**src/verilog/scale_pkg.sv**
```systemverilog
// --------------------
// Shared widths, latencies and payload types for the sample scaling pipeline
// Imported by every design module that needs a sample, tag or product type
// --------------------

package scale_pkg;

  // --------------------
  // Widths
  // --------------------

  // Samples, coefficients and scaled results share one width
  localparam int SAMPLE_W = 16;
  // Metadata tag carried beside each sample
  localparam int TAG_W = 8;
  // Full signed product keeps every bit of the multiply
  localparam int PROD_W = 2 * SAMPLE_W;

  // --------------------
  // Latencies
  // --------------------

  // Register stages inside the multiplier
  localparam int MUL_STAGES = 3;
  // Register stages after the shift and saturate logic
  localparam int OUT_STAGES = 1;
  // Input valid to output valid distance in cycles
  localparam int LATENCY = MUL_STAGES + OUT_STAGES;

  // Arithmetic right shift applied to the product before clamping
  localparam int SCALE_SHIFT = 8;

  // --------------------
  // Types
  // --------------------

  typedef logic signed [SAMPLE_W-1:0] sample_t;
  typedef logic        [TAG_W-1:0]    tag_t;
  typedef logic signed [PROD_W-1:0]   prod_t;

  // Clamp limits of a signed sample
  localparam sample_t SAMPLE_MAX = {1'b0, {(SAMPLE_W-1){1'b1}}};
  localparam sample_t SAMPLE_MIN = {1'b1, {(SAMPLE_W-1){1'b0}}};

  // Output bundle, 25 bits with the tag in the top byte
  typedef struct packed {
    tag_t    tag;
    sample_t result;
    logic    sat;
  } out_word_t;

endpackage

```
**src/verilog/delay_valid.sv**
```systemverilog
// --------------------
// Fixed-latency delay line for any packed payload, qualified by a valid
// Zero stages gives a combinational pass-through
// --------------------

`timescale 1ns/1ps

module delay_valid #(
  parameter int  NUM_STAGES = 0,
  parameter type payload_t  = logic
) (
  input  logic     clk,
  input  logic     arst_n,
  input  logic     in_valid,
  input  payload_t in,
  output logic     out_valid,
  output payload_t out
);

  // Elaboration check on the stage count
  if (NUM_STAGES < 0) begin : gen_bad_num_stages
    $error("delay_valid NUM_STAGES must be at least 0");
  end

  // --------------------
  // Stage chains
  // --------------------

  // Index 0 is the input itself, index NUM_STAGES drives the output
  logic     [NUM_STAGES:0] stage_valid;
  payload_t [NUM_STAGES:0] stage_data;

  assign stage_valid[0] = in_valid;
  assign stage_data[0]  = in;

  for (genvar i = 1; i <= NUM_STAGES; i++) begin : gen_stages
    // Valid flop clears on reset so nothing stale leaks out
    always_ff @(posedge clk or negedge arst_n) begin
      if (!arst_n) begin
        stage_valid[i] <= 1'b0;
      end else begin
        stage_valid[i] <= stage_valid[i-1];
      end
    end

    // Payload only moves when the stage before it holds a valid item
    always_ff @(posedge clk) begin
      if (stage_valid[i-1]) begin
        stage_data[i] <= stage_data[i-1];
      end
    end
  end

  assign out_valid = stage_valid[NUM_STAGES];
  assign out       = stage_data[NUM_STAGES];

  // --------------------
  // Checks
  // --------------------

  if (NUM_STAGES > 0) begin : gen_checks
    // The valid chain is a pure delay
    a_valid_delay : assert property (@(posedge clk) disable iff (!arst_n)
      1'b1 |-> ##NUM_STAGES (out_valid == $past(in_valid, NUM_STAGES)))
      else $error("delay_valid out_valid does not follow in_valid");

    // Each accepted item comes out unchanged after the full delay
    a_data_delay : assert property (@(posedge clk) disable iff (!arst_n)
      in_valid |-> ##NUM_STAGES (out_valid && (out == $past(in, NUM_STAGES))))
      else $error("delay_valid payload changed in flight");
  end

endmodule

```
**src/verilog/mult_pipe.sv**
```systemverilog
// --------------------
// Three-stage signed multiplier with a valid strobe riding alongside
// Produces the full-width product exactly MUL_STAGES cycles after in_valid
// --------------------

`timescale 1ns/1ps

module mult_pipe
  import scale_pkg::*;
(
  input  logic    clk,
  input  logic    arst_n,
  input  logic    in_valid,
  input  sample_t in_sample,
  input  sample_t in_coef,
  output logic    prod_valid,
  output prod_t   prod
);

  // --------------------
  // Valid chain
  // --------------------

  // One valid flop per stage, all cleared on reset
  logic s1_valid;
  logic s2_valid;

  always_ff @(posedge clk or negedge arst_n) begin
    if (!arst_n) begin
      s1_valid   <= 1'b0;
      s2_valid   <= 1'b0;
      prod_valid <= 1'b0;
    end else begin
      s1_valid   <= in_valid;
      s2_valid   <= s1_valid;
      prod_valid <= s2_valid;
    end
  end

  // --------------------
  // Datapath
  // --------------------

  // Stage 1 registers the operands
  sample_t s1_sample;
  sample_t s1_coef;

  always_ff @(posedge clk) begin
    if (in_valid) begin
      s1_sample <= in_sample;
      s1_coef   <= in_coef;
    end
  end

  // Stage 2 registers the product
  // Both operands are widened to the product type first so the
  // multiply is signed and keeps every bit
  prod_t s2_prod;

  always_ff @(posedge clk) begin
    if (s1_valid) begin
      s2_prod <= prod_t'(s1_sample) * prod_t'(s1_coef);
    end
  end

  // Stage 3 registers the product once more
  // This gives the multiplier output a clean flop for timing
  always_ff @(posedge clk) begin
    if (s2_valid) begin
      prod <= s2_prod;
    end
  end

  // --------------------
  // Checks
  // --------------------

  // Operand product as seen at the input, only used by the check below
  prod_t in_prod;

  assign in_prod = prod_t'(in_sample) * prod_t'(in_coef);

  // A valid product matches the operands sampled MUL_STAGES cycles earlier
  a_prod_value : assert property (@(posedge clk) disable iff (!arst_n)
    prod_valid |-> (prod == $past(in_prod, MUL_STAGES)))
    else $error("mult_pipe product does not match delayed operands");

endmodule

```
**src/verilog/scale_sat.sv**
```systemverilog
// --------------------
// Shifts the product down, clamps it to sample width and flags saturation
// The packed result leaves through a one-stage delay line
// --------------------

`timescale 1ns/1ps

module scale_sat
  import scale_pkg::*;
(
  input  logic      clk,
  input  logic      arst_n,
  input  logic      prod_valid,
  input  prod_t     prod,
  input  logic      tag_valid,
  input  tag_t      tag,
  output logic      out_valid,
  output out_word_t out_word
);

  // --------------------
  // Shift and clamp
  // --------------------

  // Arithmetic shift keeps the sign, so odd negatives round down
  prod_t shifted;

  assign shifted = prod >>> SCALE_SHIFT;

  logic      sat_hi;
  logic      sat_lo;
  sample_t   result;
  out_word_t word_next;

  always_comb begin
    // Limits are sign-extended to product width before comparing
    sat_hi = shifted > prod_t'(SAMPLE_MAX);
    sat_lo = shifted < prod_t'(SAMPLE_MIN);

    if (sat_hi) begin
      result = SAMPLE_MAX;
    end else if (sat_lo) begin
      result = SAMPLE_MIN;
    end else begin
      // In range, so the low bits already hold the right signed value
      result = shifted[SAMPLE_W-1:0];
    end

    word_next.tag    = tag;
    word_next.result = result;
    word_next.sat    = sat_hi | sat_lo;
  end

  // --------------------
  // Output register
  // --------------------

  // The whole word is one payload, so tag, result and flag stay aligned
  delay_valid #(
    .NUM_STAGES (OUT_STAGES),
    .payload_t  (out_word_t)
  ) u_out_delay (
    .clk       (clk),
    .arst_n    (arst_n),
    .in_valid  (prod_valid),
    .in        (word_next),
    .out_valid (out_valid),
    .out       (out_word)
  );

  // --------------------
  // Checks
  // --------------------

  // The tag line and the multiplier must agree on which cycles are valid
  a_tag_aligned : assert property (@(posedge clk) disable iff (!arst_n)
    tag_valid == prod_valid)
    else $error("scale_sat tag valid out of step with product valid");

  // A flagged output always sits on one of the two clamp limits
  a_sat_limit : assert property (@(posedge clk) disable iff (!arst_n)
    (out_valid && out_word.sat) |->
      ((out_word.result == SAMPLE_MAX) || (out_word.result == SAMPLE_MIN)))
    else $error("scale_sat flag set on an unclamped result");

endmodule

```
**src/verilog/scale_pipe_top.sv**
```systemverilog
// --------------------
// Top of the scaling pipeline, multiplier and tag delay feeding the clamp
// Fixed latency of LATENCY cycles with no back-pressure
// --------------------

`timescale 1ns/1ps

module scale_pipe_top
  import scale_pkg::*;
(
  input  logic    clk,
  input  logic    arst_n,
  input  logic    in_valid,
  input  sample_t in_sample,
  input  sample_t in_coef,
  input  tag_t    in_tag,
  output logic    out_valid,
  output tag_t    out_tag,
  output sample_t out_result,
  output logic    out_sat
);

  // Multiplier outputs
  logic      prod_valid;
  prod_t     prod;

  // Tag delayed to line up with the product
  logic      tag_valid;
  tag_t      tag_d;

  // Registered output bundle
  out_word_t out_word;

  // --------------------
  // Multiplier
  // --------------------

  mult_pipe u_mult (
    .clk        (clk),
    .arst_n     (arst_n),
    .in_valid   (in_valid),
    .in_sample  (in_sample),
    .in_coef    (in_coef),
    .prod_valid (prod_valid),
    .prod       (prod)
  );

  // The tag takes the same number of stages as the multiplier
  delay_valid #(
    .NUM_STAGES (MUL_STAGES),
    .payload_t  (tag_t)
  ) u_tag_delay (
    .clk       (clk),
    .arst_n    (arst_n),
    .in_valid  (in_valid),
    .in        (in_tag),
    .out_valid (tag_valid),
    .out       (tag_d)
  );

  // --------------------
  // Saturation stage
  // --------------------

  scale_sat u_sat (
    .clk        (clk),
    .arst_n     (arst_n),
    .prod_valid (prod_valid),
    .prod       (prod),
    .tag_valid  (tag_valid),
    .tag        (tag_d),
    .out_valid  (out_valid),
    .out_word   (out_word)
  );

  // Split the bundle onto the loose output ports
  assign out_tag    = out_word.tag;
  assign out_result = out_word.result;
  assign out_sat    = out_word.sat;

endmodule

```
**config.mk**
```make
export PLATFORM = sky130hd
export DESIGN_NAME = scale_pipe_top
export DESIGN_NICKNAME = d
export VERILOG_FILES = /design/src/verilog/scale_pkg.sv /design/src/verilog/delay_valid.sv /design/src/verilog/mult_pipe.sv /design/src/verilog/scale_sat.sv /design/src/verilog/scale_pipe_top.sv
export SDC_FILE = /design/constraint.sdc
export NUM_CORES = 1
export LEC_CHECK = 0
export ABC_CLOCK_PERIOD_IN_PS = 14400
export BUFFER_PORTS_ARGS = -buffer_cell sky130_fd_sc_hd__buf_2
export CAP_MARGIN = 20
export CORE_ASPECT_RATIO = 1.2
export CORE_UTILIZATION = 40
export CTS_CLUSTER_DIAMETER = 60
export DETAILED_ROUTE_END_ITERATION = 8
export PLACE_DENSITY_LB_ADDON = 0.08
export SYNTH_ARGS = -nofsm -noshare
export SYNTH_HDL_FRONTEND = slang
export SYNTH_SLANG_ARGS = --single-unit
```
**constraint.sdc**
```tcl
create_clock -name clk -period 14.4 [get_ports clk]
set_clock_uncertainty 0.15 [all_clocks]
set_input_delay 2.88 -clock clk [delete_from_list [all_inputs] [get_ports clk]]
set_output_delay 2.88 -clock clk [all_outputs]
set_load 0.05 [all_outputs]
```
==> results of run 1 <==
flip-flops by register name, summed over array words and instances (netlist names):
register / cells
u_sat.u_out_delay.out: 25
u_mult.prod: 24
u_mult.s2_prod: 24
u_mult.s1_coef: 16
u_mult.s1_sample: 16
u_tag_delay.stage_data: 16
u_tag_delay.out: 8
u_tag_delay.stage_valid: 2
u_mult.prod_valid: 1
u_sat.u_out_delay.out_valid: 1
cells in the mapped netlist (all sizes together) (5+ instances only):
cell,instances
a21o,19
ha,79
fa,261
and2,121
edfxtp,129
nand2,124
xnor2,28
o21ai,9
nand4,6
nor2,21
nand2b,10
clkbuf,35
nor2b,5
a21oi,12
inv,326
per-layer routing:
layer  wire (µm)  up-vias  share of wire  track usage
li1            -     3755              -            -
met1       11900     4214           0.40        0.222
met2       16500      111           0.56        0.359
met3         577       35          0.019       0.0265
met4         741        0          0.025       0.0660
met5           0        -              0            0
cells in the final DEF (no fill, tap or decap), drive strengths merged, types with 17 or more instances in the layout:
master and n:
a21o 19, fa 261, nand2 124, xnor2 28, ha 79, and2 121
buf 73, inv 335, clkbuf 17, edfxtp 129, nor2 21
cell families (layout without fill, tap and decap cells):
kind of cell             after synthesis  count (layout)  synth area share
buffers and inverters                361             431            0.0982
adder cells (fa/ha/maj)              340             340             0.451
AND/OR/NAND/NOR                      302             302             0.110
flip-flops                           133             133             0.288
AO/OA/AOI/OAI                         56              56            0.0327
XOR/XNOR                              32              32            0.0203
final cells by class:
type / count / share of cell area
Sequential cell: 133 / 0.261
Timing Repair Buffer: 73 / 0.0261
Clock buffer: 17 / 0.0279
Multi-Input combinational cell: 730 / 0.555
Inverter: 326 / 0.0803
Tap cell: 456 / 0.0374
Clock inverter: 15 / 0.0122
metrics by stage:
stage	cells	hold WS (ns)	setup slack, ns	util
after floorplan	1224	0.250	8.30	-
after global placement	1717	0.250	7.87	0.430
after detailed placement	1717	0.255	7.78	0.430
after CTS	1749	0.266	7.78	0.448
after global routing	1750	0.268	7.43	0.449
final	1750	0.261	7.82	0.449
path summary, 6_finish.rpt:
path	start	to	depth (start not counted)
max in group asynchronous	arst_n	u_tag_delay.stage_valid[1]	1
setup / recovery	u_mult.s1_coef[5]	u_mult.s2_prod[31]	19
setup reg to reg	u_mult.s1_coef[5]	u_mult.s2_prod[31]	19
hold / removal	u_mult.s2_prod[24]	u_mult.prod[24]	0
hold reg to reg	u_mult.s2_prod[24]	u_mult.prod[24]	0
min in group asynchronous	arst_n	u_mult.prod_valid	1
==> impl_metrics.json, run 1 <==
{
  "crit_path_category": "reg2reg",
  "timing.slew.headroom": 0.336,
  "post_synth_inst_count": 1224,
  "grt_setup_unrepaired": "no",
  "design_area_um2": 15200,
  "postCtsSetupRepairBufs": 0,
  "cap_violations": 0,
  "number_of_buffer_and_inverter_instances_along_the_worst_setup_path": 4,
  "drcViolationCount": 0,
  "grt_max_degree": 42,
  "tritoncts_clock_tree": "done",
  "die_y_extent_um": 205,
  "tritoncts.num_buffers": 17,
  "synth.top_cell.area_share": 0.379,
  "initial_antenna_violation_count": 0,
  "post_synth_cell_types": 38,
  "postCtsHoldBufs": 0,
  "slew_violations": 0,
  "number_of_port_buffers": 68,
  "wl_per_cell_um": 17.0,
  "final_setup_viols": 0,
  "die_w_um": 172,
  "design.portCount": 69,
  "area_delta_synth_final_pct": 10.5,
  "clk_transition_reported_paths_ns": 0.07,
  "crit_chain": "and2_1 -> inv_1 -> fa_1 -> inv_1 -> fa_1 -> fa_1 -> fa_1 -> fa_1 -> inv_1 -> fa_1 -> inv_1 -> ha_1 -> a21oi_1 -> o21bai_1 -> a21o_1 -> a21oi_1 -> o21ai_2 -> a31oi_1 -> xnor2_1",
  "worst-slew-pin-transition_ns": 0.996,
  "grt.total_usage": 0.192,
  "clk_latency_worst_skew_pair_ns": 0.45,
  "clk_root_buffer_cell": "clkbuf_16",
  "drt-vias-per-instance": 4.64,
  "post_synth_main_area_contributors": "fa_1, edfxtp_1, inv_1, ha_1, and2_1",
  "grt_first_pass_wirelength_um": 49500,
  "placement.cell_area_um2": 14600,
  "cts_num_sinks": 133,
  "post_cts_gate_resize_count": 0,
  "ant_nets": 0,
  "cp_data_required_time_ns": 14.43,
  "cp_startpoint_kind": "register",
  "syn_avg_cell_area_um2": 11.3,
  "final.setup.tns_ns": 0,
  "post-synth-top-area-cell": "fa_1",
  "place.detailed.hpwl_um": 23500,
  "die_area_um2": 35200,
  "path_common_cell": "fa_1",
  "core-area_um2": 34000,
  "area.sequential_um2": 3970,
  "ys_warn_count": 0,
  "synth.cell_area_um2": 13800,
  "primary_ff_master_synth": "edfxtp_1",
  "initial_core_util": 0.406,
  "fp-row-count": 74,
  "synth_async_sr_flop_share": 0.0301,
  "reg2reg_setup_slack_ns": 7.82,
  "n_antenna_cell": 0,
  "number_of_global_route_vias_before_repair": 9250,
  "number_of_filler_instances_in_the_final_layout": 3272,
  "number_of_enable_type_register_cells_in_the_synthesized_netlist": 129,
  "routed_wirelength_um": 29700,
  "hold_violations": 0,
  "timing.critical_path.to_type": "register",
  "drive_above_1_share": 0.0881,
  "grt_overflow_total": 0,
  "result_of_the_run": "finished, final reports clean",
  "cp_slowest_stage_delay_ns": 0.92,
  "sequential_to_total_area_share_from_yosys_stat": 0.288,
  "critPathTopFamily": "adder cells",
  "drt_iter0_markers": 359,
  "timing_limited_maximum_frequency_mhz": 152,
  "multi_input_comb_area_um2": 8460,
  "cp_slowest_cell": "fa_1",
  "finalNetCount": 1664,
  "post-route-min-period_ns": 6.58,
  "gp_congestion": 0.792,
  "cp.arrival_ns": 6.61,
  "first_pass_iters": 4,
  "critical_path.max_fanout": 16,
  "htree_num_levels": 4,
  "routed-via-count": 8115,
  "cts.path.max_buffers": 2,
  "holdCritPathClass": "reg2reg",
  "timing.final.crit_share": 0.457,
  "synth_fp_nets": 1607,
  "postSynthRegisterBits": 133
}
Power of run 1 is not shown: default switching activity piles up to over one toggle a cycle in this logic, so the estimate is an artifact.
==> run 2, diff against run 1 <==
ABC_AREA = 1   (was default)
ABC_CLOCK_PERIOD_IN_PS = 5600   (was 14400)
clock period = 5.6 ns   (was 14.4 ns; I/O delays follow)
==> run 2 against run 1 <==
Effect of this change:
- the run now ends with negative setup slack left
- hold slack gained 0.0054 ns
- first-iteration DRC count grew 18%
- worst setup slack lost 7.9 ns
- highest routed layer unchanged
==> impl_metrics.json, run 2 <==
{
  "worst-slew-pin-transition_ns": 1.01,
  "synth-xor-area-share": 0.00759,
  "die_y_extent_um": 214,
  "cts.path.max_buffers": 2,
  "yosys.area_share.adder": 0.414,
  "met2RoutedLength_um": 20200,
  "top_post_synthesis_cells_by_count": "inv_1, nand2_1, fa_1",
  "grt_first_pass_wirelength_um": 61200,
  "routed-via-count": 10815,
  "post_synth_inst_count": 1677,
  "tritoncts_clock_tree": "done",
  "post_synth_main_area_contributors": "fa_1, edfxtp_1, inv_1, nand2_1, ha_1",
  "cp_data_required_time_ns": 5.64,
  "final_setup_viols": 1,
  "crit_path_category": "reg2reg",
  "hold_violations": 0,
  "drive_above_1_share": 0.280,
  "routed_wirelength_um": 37200,
  "drt-vias-per-instance": 4.55,
  "number_of_global_route_vias_before_repair": 11974,
  "timing_limited_maximum_frequency_mhz": 177,
  "die_area_um2": 38300,
  "tritoncts.num_buffers": 17,
  "gp_congestion": 0.893,
  "clk_latency_worst_skew_pair_ns": 0.45,
  "ys_warn_count": 0,
  "holdCritPathClass": "reg2reg",
  "timing.critical_path.to_type": "register",
  "crit_start": "u_mult.s1_coef[8]",
  "finalNetCount": 2276,
  "htree_num_levels": 4,
  "muxShareOfSynthArea": 0,
  "wl_per_cell_um": 15.6,
  "synth_most_common_cell": "inv_1",
  "clk_transition_reported_paths_ns": 0.08,
  "grt.total_usage": 0.211,
  "post-synth-top-area-cell": "fa_1",
  "clk_root_buffer_cell": "clkbuf_16",
  "fin_ws_ns": -0.0497,
  "worst_r2r_startpoint": "u_mult.s1_coef[8]",
  "first_pass_iters": 5,
  "post-route-min-period_ns": 5.65,
  "sequential_to_total_area_share_from_yosys_stat": 0.265,
  "design.portCount": 69,
  "largest_register_ffs": 25,
  "route.layer.met1.wl_um": 15000,
  "final_common_cell": "inv_1",
  "synth_compound_gate_area_share": 0.0227,
  "area_delta_synth_final_pct": 26.7,
  "syn_avg_cell_area_um2": 8.94,
  "failing_checks": "negative setup slack",
  "critical_path.max_fanout": 4,
  "die_w_um": 179,
  "reg2reg_setup_slack_ns": -0.05,
  "cts_num_sinks": 133,
  "number_of_filler_instances_in_the_final_layout": 3497,
  "number_of_enable_type_register_cells_in_the_synthesized_netlist": 129,
  "initial_core_util": 0.407,
  "n_antenna_cell": 0,
  "drt_iter0_markers": 424,
  "top_layer": "met4",
  "initial_antenna_violation_count": 0,
  "primary_ff_master_synth": "edfxtp_1",
  "timing.slew.headroom": 0.324,
  "postSynthRegisterBits": 133,
  "fp-row-count": 77,
  "synth_fp_nets": 2060,
  "post-place-ws_ns": -0.510,
  "synth_simple_gate_area_frac": 0.144,
  "synth_async_sr_flop_share": 0.0301,
  "slew_violations": 0,
  "number_of_port_buffers": 68,
  "synth.top_cell.area_share": 0.348,
  "synth.cell_area_um2": 15000,
  "cp.arrival_ns": 5.69,
  "timing.final.crit_share": 1.01,
  "synth_top_family_by_area": "adder cells",
  "hold_path.startpoint": "u_mult.s2_prod[10]",
  "wl_met3_um": 914,
  "place.detailed.hpwl_um": 31000,
  "cap_violations": 0,
  "post_synth_cell_types": 31,
  "drcViolationCount": 0,
  "grt_overflow_total": 0,
  "result_of_the_run": "finished, violations left",
  "grt_setup_unrepaired": "yes",
  "core-area_um2": 36900,
  "ant_nets": 0,
  "grt_max_degree": 42,
  "mostFrequentLayoutCells": "inv_1, nand2_1, fa_1",
  "cp_startpoint_kind": "register"
}
[run 2: cell count changes after synthesis, sizes merged, moves of 6 or more]
cell    delta
nand2b    -10
nand3     +19
and2     -121
inv      +196
nand2    +306
xnor2     -24
a21oi     +21
clkbuf    +18
nor2      +44
a21o      -17
o21ai     +17
buf        +6
[run 2: final cells by class]
| type | count | area (µm²) | area share |
|---|---|---|---|
| timing repair buffer | 256 | 1980 | 0.104 |
| clock buffer | 17 | 425 | 0.0224 |
| clock inverter | 14 | 200 | 0.0105 |
| sequential | 133 | 3970 | 0.209 |
| tap | 474 | 593 | 0.0312 |
| multi-input combinational | 963 | 9860 | 0.519 |
| inverter | 522 | 1970 | 0.104 |
[run 2: path summary, 6_finish.rpt]
path,to,depth (start not counted)
min in group asynchronous,u_sat.u_out_delay.out_valid,1
max in group asynchronous,u_mult.prod_valid,1
min reg2reg,u_mult.prod[10],0
min,u_mult.prod[10],0
max,u_mult.s2_prod[28],20
max reg2reg,u_mult.s2_prod[28],20
[run 2: logic make-up (layout without fill, tap and decap cells)]
| group | after synthesis | count (layout) |
|---|---|---|
| simple gates | 546 | 546 |
| buf+inv | 581 | 809 |
| compound gates | 64 | 64 |
| xor+xnor | 13 | 13 |
| fa+ha+maj | 340 | 340 |
| flops | 133 | 133 |
[run 2: routing by layer]
| metal | track usage | vias to the layer above |
|---|---|---|
| met2 | 0.390 | 181 |
| met3 | 0.0268 | 59 |
| met4 | 0.0788 | 0 |
| met5 | 0 | - |
| met1 | 0.245 | 5325 |
| li1 | - | 5250 |
[run 2: repair_timing]
action,4_1_cts,5_1_grt
gates cloned,1,0
setup buffers,30,15
pin swaps,91,81
hold buffers,0,0
resized for setup,145,180
endpoints found under the setup margin,18,20
[run 2: stage by stage]
stage / util / cell area, µm² / std cells / hold slack, ns / setup TNS, ns
final: 0.515 / 19000 / 2379 / 0.267 / -0.0497
after global placement: 0.458 / 16900 / 2303 / 0.252 / -3.25
after global routing: 0.515 / 19000 / 2379 / 0.273 / -1.88
after floorplan: - / 15000 / 1677 / 0.250 / -0.0209
after CTS: 0.497 / 18300 / 2365 / 0.270 / -0.122
after detailed placement: 0.458 / 16900 / 2303 / 0.255 / -3.58
[run 2: critical path, cell delays in order (launching register included)]
cell and delay (ns):
edfxtp_1 0.52, buf_6 0.15, buf_4 0.13, nand2_2 0.06, fa_1 0.50, inv_1 0.05
fa_1 0.48, fa_1 0.52, fa_1 0.50, fa_1 0.48, inv_1 0.05, fa_1 0.50
inv_2 0.05, ha_4 0.27, buf_4 0.11, nand4_1 0.20, nor3_4 0.27, nand2_1 0.07
o21bai_4 0.20, nand3_2 0.09, nand2_2 0.06
Power of run 2 is left out for the same reason.
==> run 3, diff against run 2 <==
CORE_UTILIZATION = 35   (was 40)
PLACE_DENSITY_LB_ADDON = default   (was 0.08)
==> run 3 against run 2 <==
Effect of this change:
- the flow still finishes with violations (negative setup slack)
- maximum frequency decreased by 1.4%
- via count increased by 1.5%
- cell count increased by 2.4%
- first-iteration DRC count increased by 26%
- critical endpoint is now u_mult.s2_prod[29]
==> impl_metrics.json, run 3 (same netlist as run 2, synthesis figures left out) <==
{
  "failing_checks": "negative setup slack",
  "routed_wirelength_um": 35700,
  "hold_violations": 0,
  "grt_overflow_total": 0,
  "initial_antenna_violation_count": 0,
  "area_delta_synth_final_pct": 25.2,
  "core-area_um2": 42100,
  "path_common_cell": "nand2_1",
  "drt-vias-per-instance": 4.50,
  "timing.critical_path.to_type": "register",
  "finish.utilization": 0.446,
  "holdCritPathClass": "reg2reg",
  "place.detailed.hpwl_um": 29200,
  "drive_above_1_share": 0.259,
  "worst-slew-pin-transition_ns": 1.01,
  "clk_latency_worst_skew_pair_ns": 0.45,
  "grt_max_degree": 42,
  "routed-via-count": 10973,
  "clk_root_buffer_cell": "clkbuf_16",
  "grt_setup_unrepaired": "yes",
  "slew_violations": 0,
  "number_of_global_route_vias_before_repair": 11976,
  "fp-row-count": 82,
  "mostFrequentLayoutCells": "inv_1, nand2_1, fa_1",
  "tritoncts.num_buffers": 17,
  "cp_data_required_time_ns": 5.64,
  "drcViolationCount": 0,
  "die_w_um": 191,
  "finalNetCount": 2260,
  "cp_slowest_stage_delay_ns": 0.61,
  "cap_violations": 0,
  "clk_transition_reported_paths_ns": 0.06,
  "cts_num_sinks": 133,
  "wl_per_cell_um": 14.7,
  "htree_num_levels": 4,
  "ant_nets": 0,
  "post-route-min-period_ns": 5.73,
  "crit_path_category": "reg2reg",
  "grt_first_pass_wirelength_um": 59200,
  "drt_iter0_markers": 536,
  "timing_limited_maximum_frequency_mhz": 175,
  "fin_ws_ns": -0.129,
  "number_of_port_buffers": 68,
  "tritoncts_clock_tree": "done",
  "cp_startpoint_kind": "register",
  "timing.final.crit_share": 1.02,
  "cp_slowest_cell": "fa_2",
  "design.portCount": 69,
  "postCtsHoldBufs": 0,
  "grt.total_usage": 0.175,
  "critical_path.max_fanout": 4,
  "cp.arrival_ns": 5.77,
  "die_y_extent_um": 229,
  "result_of_the_run": "finished, violations left",
  "final_setup_viols": 8,
  "gp_congestion": 0.876,
  "initial_core_util": 0.357,
  "timing.slew.headroom": 0.323,
  "cts.path.max_buffers": 2,
  "die_area_um2": 43700,
  "first_pass_iters": 5,
  "n_antenna_cell": 0,
  "largest_register_ffs": 25,
  "final_common_cell": "inv_1"
}
[run 3: worst max-delay path: cells and delay by family, from the launching register on]
| kind | cells | cell delay (ns) |
|---|---|---|
| compound gates | 2 | 0.21 |
| fa+ha+maj | 7 | 3.26 |
| buf+inv | 8 | 0.79 |
| flops | 1 | 0.50 |
| simple gates | 8 | 0.56 |
[run 3: area by class of cell]
class | instances | area [µm²]
clock buffer | 17 | 425
clock inverter | 15 | 105
fill | 4030 | 23300
inverter | 522 | 1970
multi-input combinational | 963 | 9760
sequential | 133 | 3970
tap | 546 | 683
timing repair buffer | 240 | 1860
[run 3: worst paths after layout]
kind | start | end | slack [ns] | cells after the start
max | u_mult.s1_coef[3] | u_mult.s2_prod[29] | -0.13 | 25
min in group asynchronous | arst_n | u_tag_delay.stage_valid[2] | 0.33 | 1
min | u_mult.s2_prod[30] | u_mult.prod[30] | 0.26 | 0
max reg2reg | u_mult.s1_coef[3] | u_mult.s2_prod[29] | -0.13 | 25
max in group asynchronous | arst_n | u_tag_delay.stage_valid[1] | 4.85 | 1
min reg2reg | u_mult.s2_prod[30] | u_mult.prod[30] | 0.26 | 0
[run 3: stage by stage]
step	setup TNS [ns]	area [µm²]	worst slack, ns	hold slack, ns	instances
after floorplan	-0.0209	15000	-0.0209	0.250	1677
after global placement	-1.58	16900	-0.367	0.253	2365
after detailed placement	-2.33	16900	-0.407	0.255	2365
after CTS	-0.118	18100	-0.0268	0.265	2414
after global routing	-2.86	18800	-0.287	0.279	2436
final	-0.506	18800	-0.129	0.264	2436
[run 3: what timing repair did]
item	CTS	global route
pin swaps	62	105
buffers inserted	18	24
gates resized for setup	112	173
endpoints found under the setup margin	18	20
[run 3: layer usage]
| layer | track usage | wire, µm |
|---|---|---|
| met2 | 0.318 | 19000 |
| met5 | 0 | 0 |
| met4 | 0.0558 | 849 |
| met3 | 0.0270 | 1400 |
| met1 | 0.207 | 14500 |
Power of run 3 is left out for the same reason.
